$ cat config.mk
export PLATFORM = sky130hd
export DESIGN_NAME = procCore
export DESIGN_NICKNAME = d
export VERILOG_FILES = /design/src/logic/isaPkg.sv /design/src/logic/pipePkg.sv /design/src/logic/issueBus.sv /design/src/logic/issueControl.sv /design/src/logic/mulStepTimer.sv /design/src/logic/operandStage.sv /design/src/logic/executeStage.sv /design/src/logic/procCore.sv
export VERILOG_INCLUDE_DIRS = /design/src /design/src/include
export SDC_FILE = /design/constraint.sdc
export NUM_CORES = 2
export LEC_CHECK = 0
export ABC_AREA = 0
export BUFFER_PORTS_ARGS = -buffer_cell sky130_fd_sc_hd__buf_2
export CELL_PAD_IN_SITES_DETAIL_PLACEMENT = 0
export CELL_PAD_IN_SITES_GLOBAL_PLACEMENT = 1
export CORE_MARGIN = 3
export CORE_UTILIZATION = 45
export CTS_CLUSTER_DIAMETER = 30
export DETAILED_ROUTE_END_ITERATION = 8
export GPL_TIMING_DRIVEN = 0
export HOLD_SLACK_MARGIN = 0.02
export PLACE_DENSITY_LB_ADDON = 0.1
export SLEW_MARGIN = 20
export SYNTH_ARGS = -nofsm -noshare
export SYNTH_HDL_FRONTEND = slang
export SYNTH_SLANG_ARGS = --single-unit
$ cat constraint.sdc
create_clock -name clk -period 18.76 [get_ports clk]
set_input_delay 3.752 -clock clk [delete_from_list [all_inputs] [get_ports clk]]
set_output_delay 3.752 -clock clk [all_outputs]
set_load 0.05 [all_outputs]
$ cat src/include/core_defines.svh
// Core width and sizing macros, included by the packages and RTL modules that need them
`ifndef CORE_DEFINES_SVH
`define CORE_DEFINES_SVH

// Data and instruction word width
`define WORD_BITS 32

// Register index width and register file depth
`define REG_IDX_BITS 5
`define REG_COUNT 32

// MOVI immediate, sign-extended to a word
`define IMM_BITS 20

// Radix-16 multiplier: bits per step and step count
`define MUL_DIGIT_BITS 4
`define MUL_STEPS (`WORD_BITS / `MUL_DIGIT_BITS)

// Instruction word that does nothing
`define NOP_WORD 32'hffff_ffff

`endif

$ cat src/logic/isaPkg.sv
// Instruction-set types shared by the decoder, issue bus and execute datapath
`include "core_defines.svh"

package isaPkg;

  // Data word and register index
  typedef logic [`WORD_BITS-1:0] wordT;
  typedef logic [`REG_IDX_BITS-1:0] regIdxT;

  // MOVI immediate field, bits 19..0
  typedef logic [`IMM_BITS-1:0] immT;

  // Opcode field, bits 31..25 of the instruction
  // Remaining fields: dst 24..20, src1 19..15, src2 14..10
  typedef enum logic [6:0] {
    opAdd  = 7'h00,
    opSub  = 7'h01,
    opMul  = 7'h02,
    opMov  = 7'h14,
    opMovi = 7'h15,
    opNop  = 7'h7f
  } opcodeT;

endpackage

$ cat src/logic/pipePkg.sv
// Microarchitecture types for the issue controller and multiplier step timer
`include "core_defines.svh"

package pipePkg;

  // Issue controller states
  typedef enum logic {
    stIdle,
    stMulRun
  } issueStateT;

  // Step counter, must hold MUL_STEPS itself
  typedef logic [$clog2(`MUL_STEPS + 1)-1:0] stepCountT;

endpackage

$ cat src/logic/issueBus.sv
// Issued operation passed from the operand stage to the execute stage
`timescale 1ns/1ps

interface issueBus;

  // One-cycle strobe per issued operation
  logic valid;
  // Decoded opcode, undefined ones already folded to NOP
  isaPkg::opcodeT op;
  isaPkg::regIdxT dst;
  // Operands after bypass, immediate already on srcA for MOVI
  isaPkg::wordT srcA;
  isaPkg::wordT srcB;

  // Operand stage side
  modport producer (
    output valid, op, dst, srcA, srcB
  );

  // Execute stage side
  modport consumer (
    input valid, op, dst, srcA, srcB
  );

endinterface

$ cat src/logic/issueControl.sv
// Issue FSM that accepts instructions and holds busy for the length of a multiply
`timescale 1ns/1ps

module issueControl (
  input  logic clk,
  input  logic rst,
  input  logic instValid,
  input  logic instIsMul,
  input  logic lastStep,
  output logic accept,
  output logic startMul,
  output logic busy
);

  pipePkg::issueStateT state;
  pipePkg::issueStateT stateNext;

  // Only idle takes new work
  assign busy = (state == pipePkg::stMulRun);
  assign accept = instValid && (state == pipePkg::stIdle);

  // Kicks the step timer on the acceptance edge
  assign startMul = accept && instIsMul;

  always_comb
  begin
    stateNext = state;
    case (state)
      pipePkg::stIdle:
      begin
        // Accepted multiply locks out issue
        if (startMul)
        begin
          stateNext = pipePkg::stMulRun;
        end
      end
      pipePkg::stMulRun:
      begin
        // Product lands in writeback on this edge
        if (lastStep)
        begin
          stateNext = pipePkg::stIdle;
        end
      end
      default:
      begin
        stateNext = pipePkg::stIdle;
      end
    endcase
  end

  always_ff @(posedge clk)
  begin
    if (rst)
    begin
      state <= pipePkg::stIdle;
    end
    else
    begin
      state <= stateNext;
    end
  end

endmodule

$ cat src/logic/mulStepTimer.sv
// Down-counter that paces the shift-add multiplier and flags its final step
`timescale 1ns/1ps
`include "core_defines.svh"

module mulStepTimer (
  input  logic clk,
  input  logic rst,
  input  logic load,
  output logic step,
  output logic lastStep
);

  pipePkg::stepCountT count;

  // One multiplier step per edge while nonzero
  assign step = (count != '0);
  assign lastStep = (count == pipePkg::stepCountT'(1));

  always_ff @(posedge clk)
  begin
    if (rst)
    begin
      count <= '0;
    end
    else if (load)
    begin
      count <= pipePkg::stepCountT'(`MUL_STEPS);
    end
    else if (step)
    begin
      count <= count - pipePkg::stepCountT'(1);
    end
  end

endmodule

$ cat src/logic/operandStage.sv
// Operand stage: decodes the instruction, reads registers with bypass, fills the issue register
`timescale 1ns/1ps
`include "core_defines.svh"

module operandStage (
  input  logic           clk,
  input  logic           rst,
  input  isaPkg::wordT   inst,
  input  logic           accept,
  input  logic           wbValid,
  input  isaPkg::regIdxT wbDst,
  input  isaPkg::wordT   wbData,
  input  isaPkg::regIdxT exDst,
  input  isaPkg::wordT   exData,
  input  logic           exWrites,
  output logic           instIsMul,
  issueBus.producer      iss
);

  isaPkg::wordT rf [`REG_COUNT];

  // Instruction fields
  logic [6:0]     opField;
  isaPkg::regIdxT dstIdx;
  isaPkg::regIdxT srcIdxA;
  isaPkg::regIdxT srcIdxB;
  isaPkg::immT    immField;

  isaPkg::opcodeT decOp;
  isaPkg::wordT   immExt;
  isaPkg::wordT   operandA;
  isaPkg::wordT   operandB;

  // Issue register result wins, it has not reached writeback yet
  function automatic isaPkg::wordT bypassRead(
    input isaPkg::regIdxT idx,
    input isaPkg::wordT   rfVal,
    input logic           exHit,
    input isaPkg::regIdxT exIdx,
    input isaPkg::wordT   exVal,
    input logic           wbHit,
    input isaPkg::regIdxT wbIdx,
    input isaPkg::wordT   wbVal
  );
    isaPkg::wordT result;
    result = rfVal;
    if (exHit && (exIdx == idx))
    begin
      result = exVal;
    end
    // Write-through of the port being written this edge
    else if (wbHit && (wbIdx == idx))
    begin
      result = wbVal;
    end
    return result;
  endfunction

  assign opField = inst[31:25];
  assign dstIdx = inst[24:20];
  assign srcIdxA = inst[19:15];
  assign srcIdxB = inst[14:10];
  assign immField = inst[`IMM_BITS-1:0];

  // Undefined opcodes issue as NOP
  always_comb
  begin
    case (opField)
      isaPkg::opAdd, isaPkg::opSub, isaPkg::opMul, isaPkg::opMov, isaPkg::opMovi:
      begin
        decOp = isaPkg::opcodeT'(opField);
      end
      default:
      begin
        decOp = isaPkg::opNop;
      end
    endcase
  end

  // Only place the opcode is examined for the controller
  assign instIsMul = (decOp == isaPkg::opMul);

  // Sign extend MOVI immediate
  assign immExt = {{(`WORD_BITS - `IMM_BITS){immField[`IMM_BITS-1]}}, immField};

  assign operandA = bypassRead(srcIdxA, rf[srcIdxA], exWrites, exDst, exData,
                               wbValid, wbDst, wbData);
  assign operandB = bypassRead(srcIdxB, rf[srcIdxB], exWrites, exDst, exData,
                               wbValid, wbDst, wbData);

  // Registers read zero after reset
  always_ff @(posedge clk)
  begin
    if (rst)
    begin
      for (int i = 0; i < `REG_COUNT; i++)
      begin
        rf[i] <= '0;
      end
    end
    else if (wbValid)
    begin
      rf[wbDst] <= wbData;
    end
  end

  // Issue strobe
  always_ff @(posedge clk)
  begin
    if (rst)
    begin
      iss.valid <= 1'b0;
    end
    else
    begin
      iss.valid <= accept;
    end
  end

  // Issue payload, loaded only on acceptance
  always_ff @(posedge clk)
  begin
    if (accept)
    begin
      iss.op <= decOp;
      iss.dst <= dstIdx;
      iss.srcA <= (decOp == isaPkg::opMovi) ? immExt : operandA;
      iss.srcB <= operandB;
    end
  end

endmodule

$ cat src/logic/executeStage.sv
// Execute stage: single-cycle ALU, radix-16 shift-add multiplier and the writeback register
`timescale 1ns/1ps
`include "core_defines.svh"

module executeStage (
  input  logic            clk,
  input  logic            rst,
  issueBus.consumer       iss,
  input  logic            step,
  input  logic            lastStep,
  output isaPkg::regIdxT  exDst,
  output isaPkg::wordT    exData,
  output logic            exWrites,
  output logic            wbValid,
  output isaPkg::regIdxT  wbDst,
  output isaPkg::wordT    wbData
);

  isaPkg::wordT aluResult;
  logic         aluWrites;

  // Multiplier state
  isaPkg::wordT   mulPart;
  isaPkg::wordT   mulCand;
  isaPkg::wordT   mulRest;
  isaPkg::regIdxT mulDst;

  // First step takes operands straight off the issue bus
  logic                       mulFirst;
  logic [`MUL_DIGIT_BITS-1:0] mulDigit;
  isaPkg::wordT               mulBase;
  isaPkg::wordT               mulAcc;
  isaPkg::wordT               mulShiftSrc;
  isaPkg::wordT               mulSum;

  always_comb
  begin
    aluResult = iss.srcA;
    aluWrites = 1'b0;
    case (iss.op)
      isaPkg::opAdd:
      begin
        aluResult = iss.srcA + iss.srcB;
        aluWrites = 1'b1;
      end
      isaPkg::opSub:
      begin
        aluResult = iss.srcA - iss.srcB;
        aluWrites = 1'b1;
      end
      // MOVI immediate already sits on srcA
      isaPkg::opMov, isaPkg::opMovi:
      begin
        aluResult = iss.srcA;
        aluWrites = 1'b1;
      end
      default:
      begin
        aluWrites = 1'b0;
      end
    endcase
  end

  // Visible to operand stage for bypass
  assign exDst = iss.dst;
  assign exData = aluResult;
  assign exWrites = iss.valid && aluWrites;

  assign mulFirst = iss.valid && (iss.op == isaPkg::opMul);
  assign mulShiftSrc = mulFirst ? iss.srcB : mulRest;
  assign mulDigit = mulShiftSrc[`MUL_DIGIT_BITS-1:0];
  assign mulBase = mulFirst ? iss.srcA : mulCand;
  assign mulAcc = mulFirst ? '0 : mulPart;

  // Low word only, upper partial bits drop out
  assign mulSum = mulAcc + (isaPkg::wordT'(mulDigit) * mulBase);

  // Multiplicand moves up one digit per step, multiplier moves down
  always_ff @(posedge clk)
  begin
    if (step)
    begin
      mulPart <= mulSum;
      mulCand <= mulBase << `MUL_DIGIT_BITS;
      mulRest <= mulShiftSrc >> `MUL_DIGIT_BITS;
      if (mulFirst)
      begin
        mulDst <= iss.dst;
      end
    end
  end

  // Writeback strobe
  always_ff @(posedge clk)
  begin
    if (rst)
    begin
      wbValid <= 1'b0;
    end
    else
    begin
      wbValid <= lastStep || exWrites;
    end
  end

  // Busy keeps ALU issue away from the last multiply step
  always_ff @(posedge clk)
  begin
    if (lastStep)
    begin
      wbDst <= mulDst;
      wbData <= mulSum;
    end
    else if (exWrites)
    begin
      wbDst <= iss.dst;
      wbData <= aluResult;
    end
  end

endmodule

$ cat src/logic/procCore.sv
// Integer execution core top level, takes instruction strobes and emits writeback strobes
`timescale 1ns/1ps

module procCore (
  input  logic           clk,
  input  logic           rst,
  input  logic           instValid,
  input  isaPkg::wordT   inst,
  output logic           busy,
  output logic           wbValid,
  output isaPkg::regIdxT wbDst,
  output isaPkg::wordT   wbData
);

  // Controller to operand stage
  logic accept;
  logic startMul;
  logic instIsMul;

  // Step timer to controller and multiplier
  logic step;
  logic lastStep;

  // Issue register result for bypass
  isaPkg::regIdxT exDst;
  isaPkg::wordT   exData;
  logic           exWrites;

  issueBus iss ();

  // Acceptance and busy while a multiply runs
  issueControl u_issueControl (
    .clk       (clk),
    .rst       (rst),
    .instValid (instValid),
    .instIsMul (instIsMul),
    .lastStep  (lastStep),
    .accept    (accept),
    .startMul  (startMul),
    .busy      (busy)
  );

  // Counts multiplier steps from the accepted MUL
  mulStepTimer u_mulStepTimer (
    .clk      (clk),
    .rst      (rst),
    .load     (startMul),
    .step     (step),
    .lastStep (lastStep)
  );

  // Decode, register file, bypass, issue register
  operandStage u_operandStage (
    .clk       (clk),
    .rst       (rst),
    .inst      (inst),
    .accept    (accept),
    .wbValid   (wbValid),
    .wbDst     (wbDst),
    .wbData    (wbData),
    .exDst     (exDst),
    .exData    (exData),
    .exWrites  (exWrites),
    .instIsMul (instIsMul),
    .iss       (iss.producer)
  );

  // ALU, multiplier, writeback register
  executeStage u_executeStage (
    .clk      (clk),
    .rst      (rst),
    .iss      (iss.consumer),
    .step     (step),
    .lastStep (lastStep),
    .exDst    (exDst),
    .exData   (exData),
    .exWrites (exWrites),
    .wbValid  (wbValid),
    .wbDst    (wbDst),
    .wbData   (wbData)
  );

endmodule

==> summary.md <==
| Metric | Value |
|---|---|
| Cells along the critical path | nor3_1, nand2_1, or4b_1, clkbuf_1, buf_1, buf_1, mux2i_1, nor2_1, fa_1, fa_1, inv_1, fa_1, inv_1, ha_1, and4_1, and3_1, a221oi_1, a31oi_1, o2111ai_1, nand3_1, nand3_1, nor3b_1, a31oi_1 |
| DRC violation count after routing | 0 |
| Power density normalized to cell area | 171 nW/um^2 |
| Max VDD drop | 0.217 mV |
| CP Data Required Time | 19.34 ns |
| Worst-margin pin slew | 1.29 ns |
| Total congestion overflow after global routing | 0 |
| Total core area | about 160000 sq um |
| Worst R2R Setup Slack | 10.37 ns |
| Post-synthesis instance area | slightly above 70000 sq um |
| Worst path buffer plus inverter count | 5 |
| Pin count of the biggest net entering global routing | 53 |
| Root buffer selected by CTS | clkbuf_16 |
| Result of the run | finished, final reports clean |
| Largest fanout on the critical path | 10 |
| Worst-path clk slew | 0.04 ns |
| Largest incremental delay on the critical path | about 0.65 ns |
| Synth Instances | 4999 |
| HPWL Detailed | around 210000 um |
| Worst relative slew slack | between 10% and 20% |
| Total detailed-routing wirelength | approximately 290000 um |
| Main area contributors after synthesis | edfxtp_1, mux4_2, and2_1, fa_1, clkbuf_1 |
| Total number of nets in the final design | ~5600 |
| Clock insertion delay at the later pin of the skew report | 0.95 ns |
| Top cells by instance count after synthesis | edfxtp_1, and2_1, mux4_2 |
| All-layer global routing usage | between 30% and 40% |
| Category of the worst setup path launch point | flop |
| Die width | 402 um |
| Vias per cell | ~6.4 |
| Total negative slack | 0 ns |
| Layout cell share with drive strength beyond 1 | roughly 25% |
| Crit path DAT | 8.97 ns |
| Final setup slack of the worst path | between 10 and 15 ns |
| Cell with the most instances after synthesis | edfxtp_1 |
| Share of the yosys chip area belonging to registers | between 50% and 60% |
| Final setup fails | 0 |
| Top delay family on crit path | simple AND/OR/NAND/NOR gates |
| CTS tree | done |
| Critical path's slowest cell | a221oi_1 |
| Synthesized area divided by synthesized cell count | around 14 sq um |
| Pre-CTS setup slack | a little over 10 ns |
| Routing usage on met3 | between 10% and 20% |
| Max-cap check violation count | 0 |
| Min-delay src | u_mulStepTimer.count[1]$_SDFFE_PP0P_ |
| Number of nets produced by synthesis | around 5200 |
| RSZ-0062 raised after global routing | no |
| Most area-hungry cell type in the Yosys netlist | edfxtp_1 |
| Period utilization | between 40 and 50% |
| CTS buffer count | 340 |
| Worst reg2reg startpoint | u_operandStage.iss.op[6]$_DFFE_PP_ |
| Depth of the worst register-to-register path | 23 |
| Pre-antenna DRT Iters | 7 |
| Critical register-to-register path endpoint | u_executeStage.wbData[31]$_DFFE_PP_ |
| Die height | between 400 and 500 um |
| Standby leakage power | between 30 and 40 nW |
| Count of port buffers added during placement | 64 |
| Cell occurring most often along the worst timing path | fa_1 |
| Top Usage Layer GRT | met2 |
| Count of vias placed by the detailed router | between 40000 and 50000 |
| CTS Hold Buffers Added | 0 |
| Number of design-rule violations left by the first detailed-router iteration | between 6000 and 7000 |
| H-tree Lvls | 5 |
| Share of the synthesized area in the top cell type | 52.3% |
| FMAX | approximately 0.12 GHz |
| Count of pins on the block boundary | 74 |
| Global routing usage on met1 | a little over two fifths |
| End of the worst hold path | u_mulStepTimer.count[1]$_SDFFE_PP0P_ |
| Total clock sinks | approximately 1200 |
| Area delta synth->final | 20.6% |
| Total number of yosys warnings | 0 |
| Starting utilization of the core area | 45.6% |
| Leading register cell type out of synthesis | edfxtp_1 |
| Hold Crit Class | flop to flop |
| Final Skew | between 0.08 and 0.09 ns |
| Final slew viol count | 0 |
| Fraction of synthesis flops using an asynchronous set or reset pin | 0% |
| Flip-flop and latch count after synthesis | between 1000 and 1500 |
| Antenna violations before repair | 32 |
| Type of the worst setup path | flop to flop |
| Final critical-path required period | between 8 and 9 ns |
| Number of synthesized flops with an enable pin | 1230 |
| Average wire per standard cell | roughly 37 um |
| Post-CTS Repair Setup Buffers | 0 |
| GRT met2 Usage | 55.8% |
| Number of hold-slack violations in the final timing report | 0 |
| Antenna-violating nets left | 0 |
| Cell depth of the worst min-delay path | 2 |
| Count of cell types in the netlist | between 70 and 80 |
| Die Area | between 150000 and 200000 sq um |
| Vias in the first global route | approximately 50000 |
| Post-CTS Resized | 0 |
| First-pass GRT wire length | between 300000 and 400000 um |
| CTS max path bufs | 4 |
| Number of placement rows | 144 |
| Placer Congestion | ~0.94 |
| Worst setup EP type | flop |
-- stage by stage --
| stage | hold WS [ns] | area (sq um) | util, % | cells | power [mW] |
|---|---|---|---|---|---|
| after floorplan | 0.478 | 70700 | - | 4999 | 7.11 |
| after global placement | 0.494 | 73500 | 47.4 | 7107 | 8.87 |
| after detailed placement | 0.499 | 74200 | 47.8 | 7125 | 8.91 |
| after CTS | 0.505 | 85200 | 54.9 | 7720 | 14.5 |
| after global routing | 0.526 | 85200 | 54.9 | 7725 | 15.2 |
| final | 0.511 | 85300 | 55.0 | 7741 | 14.6 |
-- placed cells by master, fill, tap and decap left out, drive strengths merged, types with 108 or more instances in the layout --
master and instances:
nand2 258, clkbuf 748, a21oi 119, nor2 263
mux2i 108, mux4 640, clkinv 134, buf 159
edfxtp 1230, inv 159, and2 1051
-- power breakdown --
group / switching (mW) / leakage, nW / internal (mW)
Combinational: 3.37 / 14.5 / 1.73
Clock: 1.74 / 5.34 / 3.88
Sequential: 0.277 / 12.7 / 3.58
-- registers in the layout, indices dropped and copies added (netlist names) --
signal and count:
u_executeStage.wbDst 5, u_operandStage.iss.op 7, u_mulStepTimer.count 4, u_operandStage.iss.srcA 32, u_executeStage.wbValid 1, u_executeStage.wbData 32, u_operandStage.iss.dst 5, u_operandStage.rf 1024
u_operandStage.iss.valid 1, u_executeStage.mulCand 28, u_operandStage.iss.srcB 32, u_executeStage.mulDst 5, u_executeStage.mulPart 32, u_executeStage.mulRest 28, u_issueControl.busy 1
-- tightest hold or removal path: stages (launching register included) --
cell      delay, ns
dfxtp_1        0.31
nor2_1         0.10
a211oi_1       0.05
-- cell families after synthesis --
| logic type | synth area share [%] |
|---|---|
| AO/OA/AOI/OAI | 3.52 |
| XOR/XNOR | 1.25 |
| adder cells (fa/ha/maj) | 3.70 |
| buffers and inverters | 3.15 |
| flip-flops | 52.5 |
| multiplexers | 22.1 |
| AND/OR/NAND/NOR | 13.8 |
-- metal layers --
layer  part of all wire [%]  routed length (um)
met5                  0.055                 160
met4                    6.4               18600
met3                     13               36300
met2                     46              132000
met1                     35              102000
-- layout make-up --
| type | instances | area [sq um] |
|---|---|---|
| plain buffers | 432 | 1770 |
| multi-input cells | 3177 | 31500 |
| well taps | 2044 | 2560 |
| diodes | 19 | 47.5 |
| repair buffers | 84 | 785 |
| inverters | 153 | 577 |
| fillers | 12800 | 69900 |
| clock inverters | 204 | 2160 |
| flip-flops and latches | 1237 | 37100 |
| clock buffers | 391 | 8810 |
-- worst max-delay path by stage --
stage	startpoint	to	slack, ns	depth (start not counted)
6_report	u_operandStage.iss.op[6]$_DFFE_PP_	u_executeStage.wbData[31]$_DFFE_PP_	10.37	23
5_1_grt	u_operandStage.iss.op[2]$_DFFE_PP_	u_executeStage.wbData[31]$_DFFE_PP_	9.91	22
4_1_cts	u_operandStage.iss.op[2]$_DFFE_PP_	u_executeStage.wbData[31]$_DFFE_PP_	10.16	22
3_5_place_dp	u_operandStage.iss.op[6]$_DFFE_PP_	u_executeStage.wbData[31]$_DFFE_PP_	10.22	23
3_3_place_gp	u_operandStage.iss.op[6]$_DFFE_PP_	u_executeStage.wbData[31]$_DFFE_PP_	10.04	22
2_1_floorplan	inst[15]	u_operandStage.iss.srcA[1]$_DFFE_PP_	12.26	11
No activity file was read; power rests on OpenSTA's default activity.
